--- src/rtl/adc_pkg.sv ---
package adc_pkg;

  // ~~~~~~~~~~~~~~~~~~~~~~~~~~~~~~~~~~~~~~~~~~~~~~~~~~~~~~~~~~
  // Converter geometry
  // ~~~~~~~~~~~~~~~~~~~~~~~~~~~~~~~~~~~~~~~~~~~~~~~~~~~~~~~~~~
  localparam int ADC_CHANNELS = 32;
  localparam int ADC_RES_W    = 12;
  localparam int CHAN_W       = 5;
  localparam int CMON_N       = 10;
  localparam int TMON_N       = 11;

  localparam int STB_W = 9;
  localparam logic [STB_W-1:0] STB_CYCLES = 9'd40;  // Monitor settling time in clocks

  // ~~~~~~~~~~~~~~~~~~~~~~~~~~~~~~~~~~~~~~~~~~~~~~~~~~~~~~~~~~
  // Wishbone register map (word addresses)
  // ~~~~~~~~~~~~~~~~~~~~~~~~~~~~~~~~~~~~~~~~~~~~~~~~~~~~~~~~~~
  localparam int WB_AW = 16;
  localparam int WB_DW = 16;

  localparam logic [WB_AW-1:0] REG_BYPASS_LO = 16'd0;
  localparam logic [WB_AW-1:0] REG_BYPASS_HI = 16'd1;
  localparam logic [WB_AW-1:0] REG_CMON_EN   = 16'd2;
  localparam logic [WB_AW-1:0] REG_TMON_EN   = 16'd3;
  localparam logic [WB_AW-1:0] REG_ADC_EN    = 16'd4;

  // Channel carrying each monitor, index k is monitor k
  localparam logic [CHAN_W-1:0] CMON_CHAN [CMON_N] = '{
    5'd2, 5'd5, 5'd8, 5'd11, 5'd14, 5'd17, 5'd20, 5'd23, 5'd26, 5'd29
  };
  localparam logic [CHAN_W-1:0] TMON_CHAN [TMON_N] = '{
    5'd3, 5'd6, 5'd9, 5'd12, 5'd15, 5'd18, 5'd21, 5'd24, 5'd27, 5'd30, 5'd31
  };

  typedef enum logic [2:0] {
    SCAN_IDLE,
    SCAN_SETTLE,
    SCAN_START,
    SCAN_WAIT,
    SCAN_NEXT
  } scan_state_e;

endpackage

--- src/rtl/adc_result_out.sv ---
module adc_result_out (
  input  logic                          wb_clk_i,
  input  logic                          wb_rst_i,
  input  logic                          res_valid_i,
  input  logic [adc_pkg::ADC_RES_W-1:0] res_data_i,
  input  logic [adc_pkg::CHAN_W-1:0]    res_chan_i,
  output logic                          res_ready_o,
  output logic                          sample_valid_o,
  output logic [adc_pkg::ADC_RES_W-1:0] sample_data_o,
  output logic [adc_pkg::CHAN_W-1:0]    sample_chan_o,
  input  logic                          sample_ready_i
);

  // Slot is free when empty or being drained this cycle
  assign res_ready_o = ~sample_valid_o | sample_ready_i;

  always_ff @(posedge wb_clk_i) begin
    if (wb_rst_i) begin
      sample_valid_o <= 1'b0;
    end else if (res_ready_o) begin
      sample_valid_o <= res_valid_i;
    end
  end

  always_ff @(posedge wb_clk_i) begin
    if (res_valid_i && res_ready_o) begin
      sample_data_o <= res_data_i;
      sample_chan_o <= res_chan_i;
    end
  end

  a_hold_stable: assert property (
    @(posedge wb_clk_i) disable iff (wb_rst_i)
    (sample_valid_o && !sample_ready_i) |=>
      (sample_valid_o && $stable(sample_data_o) && $stable(sample_chan_o))
  ) else $error("Sample changed while stalled");

endmodule

--- src/rtl/adc_scan_seq.sv ---
module adc_scan_seq (
  input  logic                             wb_clk_i,
  input  logic                             wb_rst_i,
  input  logic [adc_pkg::ADC_CHANNELS-1:0] bypass_mask_i,
  input  logic [adc_pkg::CMON_N-1:0]       cmon_en_i,
  input  logic [adc_pkg::TMON_N-1:0]       tmon_en_i,
  input  logic                             adc_en_i,
  input  logic                             adc_calibrate_i,
  input  logic                             adc_datavalid_i,
  input  logic [adc_pkg::ADC_RES_W-1:0]    adc_result_i,
  output logic                             adc_start_o,
  output logic [adc_pkg::CHAN_W-1:0]       adc_chnum_o,
  output logic [adc_pkg::CMON_N-1:0]       current_stb_o,
  output logic [adc_pkg::TMON_N-1:0]       temp_stb_o,
  output logic                             res_valid_o,
  output logic [adc_pkg::ADC_RES_W-1:0]    res_data_o,
  output logic [adc_pkg::CHAN_W-1:0]       res_chan_o,
  input  logic                             res_ready_i
);

  adc_pkg::scan_state_e             state_q;
  logic [adc_pkg::CHAN_W-1:0]       chan_q;
  logic [adc_pkg::STB_W-1:0]        stb_cnt_q;
  logic                             dv_prev_q;

  logic [adc_pkg::CMON_N-1:0]       cmon_sel;
  logic [adc_pkg::TMON_N-1:0]       tmon_sel;
  logic                             mon_hit;
  logic                             dv_rise;

  // ~~~~~~~~~~~~~~~~~~~~~~~~~~~~~~~~~~~~~~~~~~~~~~~~~~~~~~~~~~
  // Channel to monitor decode
  // ~~~~~~~~~~~~~~~~~~~~~~~~~~~~~~~~~~~~~~~~~~~~~~~~~~~~~~~~~~
  always_comb begin
    for (int k = 0; k < adc_pkg::CMON_N; k++) begin
      cmon_sel[k] = (chan_q == adc_pkg::CMON_CHAN[k]);
    end
    for (int k = 0; k < adc_pkg::TMON_N; k++) begin
      tmon_sel[k] = (chan_q == adc_pkg::TMON_CHAN[k]);
    end
  end

  assign mon_hit = (|(cmon_sel & cmon_en_i)) | (|(tmon_sel & tmon_en_i));
  assign dv_rise = adc_datavalid_i & ~dv_prev_q;  // Only the edge counts, the level may linger

  assign adc_chnum_o = chan_q;
  assign res_chan_o  = chan_q;  // Channel only advances after the hand-off

  // ~~~~~~~~~~~~~~~~~~~~~~~~~~~~~~~~~~~~~~~~~~~~~~~~~~~~~~~~~~
  // Scan FSM
  // ~~~~~~~~~~~~~~~~~~~~~~~~~~~~~~~~~~~~~~~~~~~~~~~~~~~~~~~~~~
  always_ff @(posedge wb_clk_i) begin
    if (wb_rst_i) begin
      state_q       <= adc_pkg::SCAN_IDLE;
      chan_q        <= '0;
      stb_cnt_q     <= '0;
      dv_prev_q     <= 1'b0;
      adc_start_o   <= 1'b0;
      current_stb_o <= '0;
      temp_stb_o    <= '0;
      res_valid_o   <= 1'b0;
    end else begin
      adc_start_o <= 1'b0;
      dv_prev_q   <= adc_datavalid_i;
      case (state_q)
        adc_pkg::SCAN_IDLE: begin
          if (adc_en_i && !adc_calibrate_i) begin
            if (bypass_mask_i[chan_q]) begin
              state_q <= adc_pkg::SCAN_NEXT;
            end else if (mon_hit) begin
              state_q       <= adc_pkg::SCAN_SETTLE;
              stb_cnt_q     <= adc_pkg::STB_CYCLES;
              current_stb_o <= cmon_sel & cmon_en_i;
              temp_stb_o    <= tmon_sel & tmon_en_i;
            end else begin
              state_q <= adc_pkg::SCAN_START;
            end
          end
        end
        adc_pkg::SCAN_SETTLE: begin
          if (stb_cnt_q != '0) begin
            stb_cnt_q <= stb_cnt_q - 1'b1;
          end else begin
            state_q <= adc_pkg::SCAN_START;
          end
        end
        adc_pkg::SCAN_START: begin
          adc_start_o <= 1'b1;
          state_q     <= adc_pkg::SCAN_WAIT;
        end
        adc_pkg::SCAN_WAIT: begin
          if (dv_rise) begin
            current_stb_o <= '0;
            temp_stb_o    <= '0;
            res_valid_o   <= 1'b1;
            state_q       <= adc_pkg::SCAN_NEXT;
          end
        end
        adc_pkg::SCAN_NEXT: begin
          // Stall here until the result stage takes the sample
          if (!res_valid_o || res_ready_i) begin
            res_valid_o <= 1'b0;
            chan_q      <= chan_q + 1'b1;  // Wraps 31 to 0
            state_q     <= adc_pkg::SCAN_IDLE;
          end
        end
        default: state_q <= adc_pkg::SCAN_IDLE;
      endcase
    end
  end

  always_ff @(posedge wb_clk_i) begin
    if (state_q == adc_pkg::SCAN_WAIT && dv_rise) begin
      res_data_o <= adc_result_i;
    end
  end

  // ~~~~~~~~~~~~~~~~~~~~~~~~~~~~~~~~~~~~~~~~~~~~~~~~~~~~~~~~~~
  // Checks
  // ~~~~~~~~~~~~~~~~~~~~~~~~~~~~~~~~~~~~~~~~~~~~~~~~~~~~~~~~~~
  a_start_pulse: assert property (
    @(posedge wb_clk_i) disable iff (wb_rst_i)
    adc_start_o |=> !adc_start_o
  ) else $error("adc_start_o high for two cycles");

  // The converter latches the channel with start and must see it unchanged
  a_chnum_stable: assert property (
    @(posedge wb_clk_i) disable iff (wb_rst_i)
    (state_q == adc_pkg::SCAN_WAIT) |=> $stable(adc_chnum_o)
  ) else $error("adc_chnum_o changed during conversion");

  a_stb_onehot: assert property (
    @(posedge wb_clk_i) disable iff (wb_rst_i)
    $onehot0({current_stb_o, temp_stb_o})
  ) else $error("More than one monitor strobe active");

endmodule

--- src/rtl/adc_subsystem.sv ---
module adc_subsystem (
  input  logic                          wb_clk_i,
  input  logic                          wb_rst_i,
  input  logic                          wb_cyc_i,
  input  logic                          wb_stb_i,
  input  logic                          wb_we_i,
  input  logic [adc_pkg::WB_AW-1:0]     wb_adr_i,
  input  logic [adc_pkg::WB_DW-1:0]     wb_dat_i,
  output logic [adc_pkg::WB_DW-1:0]     wb_dat_o,
  output logic                          wb_ack_o,
  output logic                          adc_start_o,
  output logic [adc_pkg::CHAN_W-1:0]    adc_chnum_o,
  input  logic                          adc_calibrate_i,
  input  logic                          adc_datavalid_i,
  input  logic [adc_pkg::ADC_RES_W-1:0] adc_result_i,
  output logic [adc_pkg::CMON_N-1:0]    current_stb_o,
  output logic [adc_pkg::TMON_N-1:0]    temp_stb_o,
  output logic                          sample_valid_o,
  output logic [adc_pkg::ADC_RES_W-1:0] sample_data_o,
  output logic [adc_pkg::CHAN_W-1:0]    sample_chan_o,
  input  logic                          sample_ready_i
);

  logic [adc_pkg::ADC_CHANNELS-1:0] bypass_mask;
  logic [adc_pkg::CMON_N-1:0]       cmon_en;
  logic [adc_pkg::TMON_N-1:0]       tmon_en;
  logic                             adc_en;

  logic                             res_valid;
  logic                             res_ready;
  logic [adc_pkg::ADC_RES_W-1:0]    res_data;
  logic [adc_pkg::CHAN_W-1:0]       res_chan;

  adc_wb_regs i_regs (
    .wb_clk_i, .wb_rst_i, .wb_cyc_i, .wb_stb_i, .wb_we_i,
    .wb_adr_i, .wb_dat_i, .wb_dat_o, .wb_ack_o,
    .bypass_mask_o (bypass_mask),
    .cmon_en_o     (cmon_en),
    .tmon_en_o     (tmon_en),
    .adc_en_o      (adc_en)
  );

  adc_scan_seq i_seq (
    .wb_clk_i, .wb_rst_i,
    .bypass_mask_i (bypass_mask),
    .cmon_en_i     (cmon_en),
    .tmon_en_i     (tmon_en),
    .adc_en_i      (adc_en),
    .adc_calibrate_i, .adc_datavalid_i, .adc_result_i,
    .adc_start_o, .adc_chnum_o, .current_stb_o, .temp_stb_o,
    .res_valid_o   (res_valid),
    .res_data_o    (res_data),
    .res_chan_o    (res_chan),
    .res_ready_i   (res_ready)
  );

  adc_result_out i_out (
    .wb_clk_i, .wb_rst_i,
    .res_valid_i (res_valid),
    .res_data_i  (res_data),
    .res_chan_i  (res_chan),
    .res_ready_o (res_ready),
    .sample_valid_o, .sample_data_o, .sample_chan_o, .sample_ready_i
  );

endmodule

--- src/rtl/adc_wb_regs.sv ---
module adc_wb_regs (
  input  logic                             wb_clk_i,
  input  logic                             wb_rst_i,
  input  logic                             wb_cyc_i,
  input  logic                             wb_stb_i,
  input  logic                             wb_we_i,
  input  logic [adc_pkg::WB_AW-1:0]        wb_adr_i,
  input  logic [adc_pkg::WB_DW-1:0]        wb_dat_i,
  output logic [adc_pkg::WB_DW-1:0]        wb_dat_o,
  output logic                             wb_ack_o,
  output logic [adc_pkg::ADC_CHANNELS-1:0] bypass_mask_o,
  output logic [adc_pkg::CMON_N-1:0]       cmon_en_o,
  output logic [adc_pkg::TMON_N-1:0]       tmon_en_o,
  output logic                             adc_en_o
);

  logic                      wb_req;
  logic [adc_pkg::WB_DW-1:0] rd_word;

  // A new request is only taken once the previous ack has dropped
  assign wb_req = wb_cyc_i & wb_stb_i & ~wb_ack_o;

  // ~~~~~~~~~~~~~~~~~~~~~~~~~~~~~~~~~~~~~~~~~~~~~~~~~~~~~~~~~~
  // Read mux
  // ~~~~~~~~~~~~~~~~~~~~~~~~~~~~~~~~~~~~~~~~~~~~~~~~~~~~~~~~~~
  always_comb begin
    rd_word = '0;  // Unknown addresses read zero
    case (wb_adr_i)
      adc_pkg::REG_BYPASS_LO: rd_word = bypass_mask_o[15:0];
      adc_pkg::REG_BYPASS_HI: rd_word = bypass_mask_o[31:16];
      adc_pkg::REG_CMON_EN:   rd_word[adc_pkg::CMON_N-1:0] = cmon_en_o;
      adc_pkg::REG_TMON_EN:   rd_word[adc_pkg::TMON_N-1:0] = tmon_en_o;
      adc_pkg::REG_ADC_EN:    rd_word[0] = adc_en_o;
      default:                rd_word = '0;
    endcase
  end

  // ~~~~~~~~~~~~~~~~~~~~~~~~~~~~~~~~~~~~~~~~~~~~~~~~~~~~~~~~~~
  // Control registers and ack
  // ~~~~~~~~~~~~~~~~~~~~~~~~~~~~~~~~~~~~~~~~~~~~~~~~~~~~~~~~~~
  always_ff @(posedge wb_clk_i) begin
    if (wb_rst_i) begin
      wb_ack_o      <= 1'b0;
      bypass_mask_o <= '0;
      cmon_en_o     <= '0;
      tmon_en_o     <= '0;
      adc_en_o      <= 1'b0;
    end else begin
      wb_ack_o <= wb_req;
      if (wb_req && wb_we_i) begin
        case (wb_adr_i)
          adc_pkg::REG_BYPASS_LO: bypass_mask_o[15:0]  <= wb_dat_i;
          adc_pkg::REG_BYPASS_HI: bypass_mask_o[31:16] <= wb_dat_i;
          adc_pkg::REG_CMON_EN:   cmon_en_o <= wb_dat_i[adc_pkg::CMON_N-1:0];
          adc_pkg::REG_TMON_EN:   tmon_en_o <= wb_dat_i[adc_pkg::TMON_N-1:0];
          adc_pkg::REG_ADC_EN:    adc_en_o  <= wb_dat_i[0];
          default: ;  // Write to a hole is dropped
        endcase
      end
    end
  end

  // Read data is captured with the request and presented in the ack cycle
  always_ff @(posedge wb_clk_i) begin
    if (wb_req && !wb_we_i) begin
      wb_dat_o <= rd_word;
    end
  end

  // ~~~~~~~~~~~~~~~~~~~~~~~~~~~~~~~~~~~~~~~~~~~~~~~~~~~~~~~~~~
  // Checks
  // ~~~~~~~~~~~~~~~~~~~~~~~~~~~~~~~~~~~~~~~~~~~~~~~~~~~~~~~~~~
  // Each request gets a single-cycle ack even when cyc/stb stay asserted
  a_ack_single: assert property (
    @(posedge wb_clk_i) disable iff (wb_rst_i)
    wb_ack_o |=> !wb_ack_o
  ) else $error("wb_ack_o held high for two cycles");

endmodule

--- config.mk ---
export PLATFORM = sky130hd
export DESIGN_NAME = adc_subsystem
export DESIGN_NICKNAME = d
export VERILOG_FILES = /design/src/rtl/adc_pkg.sv /design/src/rtl/adc_result_out.sv /design/src/rtl/adc_scan_seq.sv /design/src/rtl/adc_subsystem.sv /design/src/rtl/adc_wb_regs.sv
export SDC_FILE = /design/constraint.sdc
export NUM_CORES = 1
export LEC_CHECK = 0
export BUFFER_PORTS_ARGS = -buffer_cell sky130_fd_sc_hd__buf_2
export CAP_MARGIN = 20
export CORE_MARGIN = 4
export CORE_UTILIZATION = 45
export DETAILED_ROUTE_END_ITERATION = 8
export PLACE_DENSITY = 0.66
export SLEW_MARGIN = 20
export SYNTH_ARGS = -nofsm -noshare
export SYNTH_HDL_FRONTEND = slang
export SYNTH_SLANG_ARGS = --single-unit
--- constraint.sdc ---
create_clock -name wb_clk_i -period 3.59 [get_ports wb_clk_i]
set_input_delay 0.1795 -clock wb_clk_i [delete_from_list [all_inputs] [get_ports wb_clk_i]]
set_output_delay 0.1795 -clock wb_clk_i [all_outputs]
set_load 0.01 [all_outputs]
# Yosys cells after proc, flatten, opt, wreduce, memory -nomap -nowiden
# Cells that the tools add are included.
[word_totals] regBits=142 out_inout_bits=62
[op_classes] muxes=32 add_sub_neg=2 order_cmp=1 eq_ne=36 reduce_logical=27 bitwise=10
[op_table] cell="$eq 5x5->1 const B" count=11
[op_table] cell="$mux 11" count=4
[op_table] cell="$mux 10" count=4
[op_table] cell="$mux 9" count=4
[op_table] cell="$pmux 9 s4" count=1
[op_table] cell="$eq 16x2->1 const B" count=2
[op_table] cell="$eq 5x4->1 const B" count=6
[op_table] cell="$pmux 11 s2" count=1
[op_table] cell="$pmux 10 s2" count=1
[op_table] cell="$pmux 9 s2" count=1
[op_table] cell="$eq 16x1->1 const B" count=1
[op_table] cell="$eq 16x3->1 const B" count=1
[op_table] cell="$logic_not 16->1" count=1
[op_table] cell="$mux 3" count=5
[op_table] cell="$pmux 3 s5" count=1
[op_table] cell="$reduce_and 2->1" count=6
[op_table] cell="$and 11x11->11" count=1
[op_table] cell="$reduce_or 11->1" count=1
[op_table] cell="$and 10x10->10" count=1
[op_table] cell="$eq 5x2->1 const B" count=2
[op_table] cell="$eq 5x3->1 const B" count=2
[op_table] cell="$ne 2x1->1 const B" count=5
[op_table] cell="$pmux 5 s2" count=1
[op_table] cell="$reduce_and 5->1" count=2
[op_table] cell="25 further kinds" count=43

# Logic depth before layout (Yosys ltp)
[depth] word_depth=8 depth_mapped=11 depth_no_buf=8

# Cells and area by module
# From an unflattened synthesis, not the netlist that was laid out.
[unflattened] cells_unflattened=622 area_unflattened_um2=6555.0
[by_module_without_submodules] mod="adc_wb_regs" cells_per_inst=315 n_inst=1 area_each_um2=3195.6
[by_module_without_submodules] mod="adc_scan_seq" cells_per_inst=285 n_inst=1 area_each_um2=2793.9
[by_module_without_submodules] mod="adc_result_out" cells_per_inst=22 n_inst=1 area_each_um2=565.5

# Least setup slack after synthesis
# Ideal clock, no wire load.
[synth_timing] path_type="register to register" start="reg i_seq.chan_q, in the netlist i_seq.adc_chnum_o[1]" end="reg i_seq.current_stb_o[0] (netlist bit)" path_slack_ns=0.723 t_required_ns=3.518 path_stages_with_launch=12 t_arrival_ns=2.796 period_less_slack_ns=2.867 path_cell_list="dfxtp_1 -> buf_2 -> inv_1 -> ha_1 -> a222oi_1 -> nor4_1 -> or4_1 -> o31ai_2 -> or2_1 -> buf_4 -> buf_6 -> mux2i_1"
[synth_between] elab_chain_len=6
[synth_rtl] item="from (decl)" line_no="adc_scan_seq.sv:22" source="logic [adc_pkg::CHAN_W-1:0] chan_q;"
[synth_rtl] item="from (signal assigned)" line_no="adc_scan_seq.sv:103" source="chan_q <= chan_q + 1'b1;"
[synth_rtl] item="$eq 5x2->1 (tied with other cells)" line_no="adc_scan_seq.sv:39" source="tmon_sel[k] = (chan_q == adc_pkg::TMON_CHAN[k]);"
[synth_rtl] item="$and 11x11->11 / $and 10x10->10 (equally long branches)" line_no="adc_scan_seq.sv:43, adc_scan_seq.sv:73"
[synth_rtl] item="$reduce_or 11->1 (tied with other cells)" line_no="adc_scan_seq.sv:43" source="assign mon_hit = (|(cmon_sel & cmon_en_i)) | (|(tmon_sel & tmon_en_i));"
[synth_rtl] item="$or 1x1->1 / $mux 10 (equally long branches)" line_no="adc_scan_seq.sv:43, adc_scan_seq.sv:68"
[synth_rtl] item="$ne 2x1->1 (no source line) / $mux 10 (equally long branches)"
[synth_rtl] item="$reduce_and 5->1 (no source line) / $pmux 10 s2 (equally long branches)"
[synth_rtl] item="to (signal assigned)" line_no="adc_scan_seq.sv:73" source="current_stb_o <= cmon_sel & cmon_en_i;"
[synth_rtl] item="to (decl)" line_no="adc_scan_seq.sv:13" source="output logic [adc_pkg::CMON_N-1:0] current_stb_o,"
# Several ways; a longest one is shown, not always the timed one. The select of a mux whose other input is x is not followed.
# A chain may end at the register's enable or synchronous reset.

# Worst setup path after layout
[layout_timing] start="reg i_seq.chan_q, in the netlist i_seq.adc_chnum_o[0]" end="reg i_seq.stb_cnt_q[1] (netlist bit)"
[layout_between] elab_chain_len=6
[layout_rtl] item="$eq 5x2->1 (tied with other cells)" line_no="adc_scan_seq.sv:39"
[layout_rtl] item="$and 11x11->11 / $and 10x10->10 (equally long branches)" line_no="adc_scan_seq.sv:43"
[layout_rtl] item="$reduce_or 11->1 / $reduce_or 10->1 (equally long branches)" line_no="adc_scan_seq.sv:43"
[layout_rtl] item="$or 1x1->1" line_no="adc_scan_seq.sv:43"
[layout_rtl] item="$ne 2x1->1 (no source line)"
[layout_rtl] item="$reduce_and 5->1 (no source line) *"
[layout_rtl] item="to (signal assigned)" line_no="adc_scan_seq.sv:72" source="stb_cnt_q <= adc_pkg::STB_CYCLES;"
[layout_rtl] item="to (signal assigned)" line_no="adc_scan_seq.sv:82" source="stb_cnt_q <= stb_cnt_q - 1'b1;"
[layout_rtl] item="to (decl)" line_no="adc_scan_seq.sv:23" source="logic [adc_pkg::STB_W-1:0] stb_cnt_q;"
# Every way passes the cells marked *; elsewhere a longest branch is shown, timed or not. The select of a mux whose other input is x is not followed.

==> results.cfg <==
[run_status]
status = completed

[cts]
clk_path_buf_depth = 2
h-tree-depth = 4
insertion_delay_ps = 430
root_buffer = clkbuf_16
cts_buffers = 17
cts_setup_buffers = 0
tritoncts = built
cts_sinks = 142
clk_pin_slew_ps = 60

[timing]
slew_viol_final = 0
worst_slew_pin_slew_ps = 819.9
worst_slack_ps = 517.0
slew_headroom_pct = 45.34
setup_viol = 0
finalCriticalPeriod_ps = 3073
hold_viol = 0
rsz0062_at_grt = false
fmax_mhz = 325.4
skew_ps = 6.461
fin_tns_setup_ps = 0
period_share_pct = 85.60

[worst_hold_path]
hp-start = wb_dat_i[5]
min_path_type = in2reg
whs_endpoint = i_regs.bypass_mask_o[21]
whs_path_depth = 3

[synth]
yosys.area_share.simple_pct = 18.67
synth_compound_area_share_pct = 6.450
ys_types = 60
async_flop_share_pct = 0
synthAdderAreaFrac_pct = 1.389
synth_top_flop_cell = dfxtp_1
ys_seq_area_share_pct = 52.23
syn_area_um2 = 6305
synth-seq-cells = 142
synth_cells = 588
synth_mux_area_share_pct = 17.34
syn_nets = 647
synth_top_family_by_area = simple AND/OR/NAND/NOR gates
synth_warnings = 0
synthXorXnorAreaFrac_pct = 0.4167
synth_area_per_cell_um2 = 10.72
synth_edf_count = 45

[pwr]
clkPwrFrac_pct = 50.3
combPwrFrac_pct = 5.2
p_seq_share_pct = 44.4
p_switching_mw = 0.8213
ir_drop_mv = 0.5686
swShare_pct = 21.55
intPower_mw = 2.990
powerDensity_nw_per_um2 = 486.9
power_leakage_nw = 3.221

[place]
hpwl_um = 12000
routabilityCongestion = 0.9183
io_buffers = 113
post-place-ws_ps = 571.0

[route]
wirelength_um = 16910
routed_via_density = 5.591
wl_per_cell_um = 18.72
first_pass_iters = 5
vias = 5049
drc_errors = 0
drtAntennaViolNets = 0
drtIter0Drc = 477

[critical_path]
crit_arrival_ps = 3390
r2r-start = i_seq.adc_chnum_o[0]
critical_path.max_fanout = 8
path_class = reg2reg
r2r_end = i_seq.stb_cnt_q[1]
endpoint_kind = flop
worstRegToRegCells = 8
critPathLaunch = i_seq.adc_chnum_o[0]
worstSetupStartpointType = flop
r2r_setup_slack_ps = 520
worst_ep_required_time_ps = 3910

[cells_and_area]
layout.nets = 772
area_delta_synth_final_pct = 24.17
layout_common_cells = buf_2, dfxtp_1, nand2_1
mostFrequentLayoutCell = buf_2
layout-drive-gt1-share_pct = 25.21

[job]
drv_cap = 0

[die]
die_h_um = 126.4
dieWidth_um = 126.4
rows = 42
core_area_um2 = 13510
dieArea_um2 = 15970
pin_count = 114
start_util_pct = 46.68

[global_routing]
grt_first_pass_wirelength_um = 26630
grt_max_degree = 55
grt-ovfl-total = 0
track_usage_pct = 21.38
antenna_found_initial = 0
grt_pass1_vias = 4952
kinds of logic after synthesis:
kind of cell / Yosys count
buffers and inverters: 44
multiplexers: 90
AO/OA/AOI/OAI: 60
AND/OR/NAND/NOR: 242
adder cells (fa/ha/maj): 7
XOR/XNOR: 3
flip-flops: 142
worst max-delay path, stage by stage (launching register included):
cell and delay, ps:
dfxtp_1 520, inv_1 150, ha_1 310, a222oi_1 410, nor4_1 70, or4_1 600, o31ai_2 290, o21ai_1 240
mux2_2 350
power groups by stage:
stage / logic (mW) / clock network [mW] / registers [mW]
after floorplan: 0.107 / 0 / 1.73
after global placement: 0.178 / 0 / 1.73
after detailed placement: 0.183 / 0 / 1.73
final: 0.199 / 1.92 / 1.69
after global routing: 0.219 / 2.02 / 1.70
after CTS: 0.199 / 1.95 / 1.69
cells in the mapped netlist, types with 2 or more instances:
master / n / area share, %
buf_1: 5 / 0.30
or4_1: 4 / 0.48
nor4b_1: 2 / 0.28
and3_1: 5 / 0.50
nand2b_1: 5 / 0.50
or3_1: 3 / 0.30
nand4_1: 13 / 1.3
mux2i_1: 71 / 11
a22oi_1: 3 / 0.36
and2_1: 7 / 0.69
a211oi_1: 2 / 0.24
buf_4: 4 / 0.48
nor2b_1: 17 / 1.7
mux2_2: 3 / 0.54
a311oi_1: 2 / 0.28
dfxtp_1: 97 / 31
clkbuf_1: 14 / 0.83
buf_6: 4 / 0.71
buf_2: 8 / 0.64
a32o_1: 5 / 0.79
inv_1: 8 / 0.48
nand3_1: 13 / 1.0
or3b_2: 2 / 0.28
o21a_1: 3 / 0.36
nor4_1: 3 / 0.30
o21ai_0: 2 / 0.16
nand2_1: 75 / 4.5
mux4_2: 15 / 5.4
nor3_1: 17 / 1.3
o22ai_1: 3 / 0.30
nor2_1: 66 / 3.9
ha_1: 7 / 1.4
edfxtp_1: 45 / 21
a21oi_1: 23 / 1.8
xnor2_1: 2 / 0.28
o31ai_1: 3 / 0.36
a31oi_1: 4 / 0.40
how the worst max path moves through the flow:
stage	slack, ps	depth (start not counted)	endpoint
finish	520	8	i_seq.stb_cnt_q[1]
global route	360	8	i_seq.stb_cnt_q[2]
CTS	550	9	i_seq.temp_stb_o[10]
detailed placement	570	9	i_seq.current_stb_o[9]
global placement	700	8	i_seq.stb_cnt_q[1]
floorplan	720	11	i_seq.current_stb_o[0]
metal layers:
metal / global-route usage (%) / share of wire [%]
met4: 10.73 / 3.2
met3: 5.422 / 6.4
met1: 27.15 / 42
met2: 33.97 / 48
met5: 0 / 0
state kept, by name, summed over array words and instances, names as in the netlist, 3 cells and up:
name                  count
i_out.sample_chan_o       5
i_out.sample_data_o      12
i_regs.bypass_mask_o     32
i_regs.cmon_en_o         10
i_regs.tmon_en_o         11
i_regs.wb_dat_o          16
i_seq.adc_chnum_o         5
i_seq.current_stb_o      10
i_seq.res_data_o         12
i_seq.state_q             3
i_seq.stb_cnt_q           9
i_seq.temp_stb_o         11
per-stage QoR:
step / cells / util (%) / hold slack (ps) / power, mW / area, um2
global route: 902 / 57.95 / 23.03 / 3.938 / 7826
detailed placement: 853 / 51.89 / 357.6 / 1.911 / 7008
finish: 903 / 57.97 / 28.56 / 3.812 / 7829
CTS: 902 / 57.95 / 10.19 / 3.845 / 7826
floorplan: 588 / - / 278.4 / 1.834 / 6305
global placement: 852 / 51.81 / 356.6 / 1.904 / 6997
final cells by class:
class	count	area [um2]
antenna	1	2.502
clock buffer	18	429.2
clock inverter	14	219.0
fill	1134	5677
inverter	9	33.78
multi-input combinational	402	2796
sequential	142	3293
tap	176	220.2
timing repair buffer	141	834.6
timing repair:
action / in CTS / in global routing
resized for setup: 0 / 0
hold buffers: 17 / 0
hold endpoints to repair: 19 / 0
Note: power is estimated with default switching activity, not from simulation.
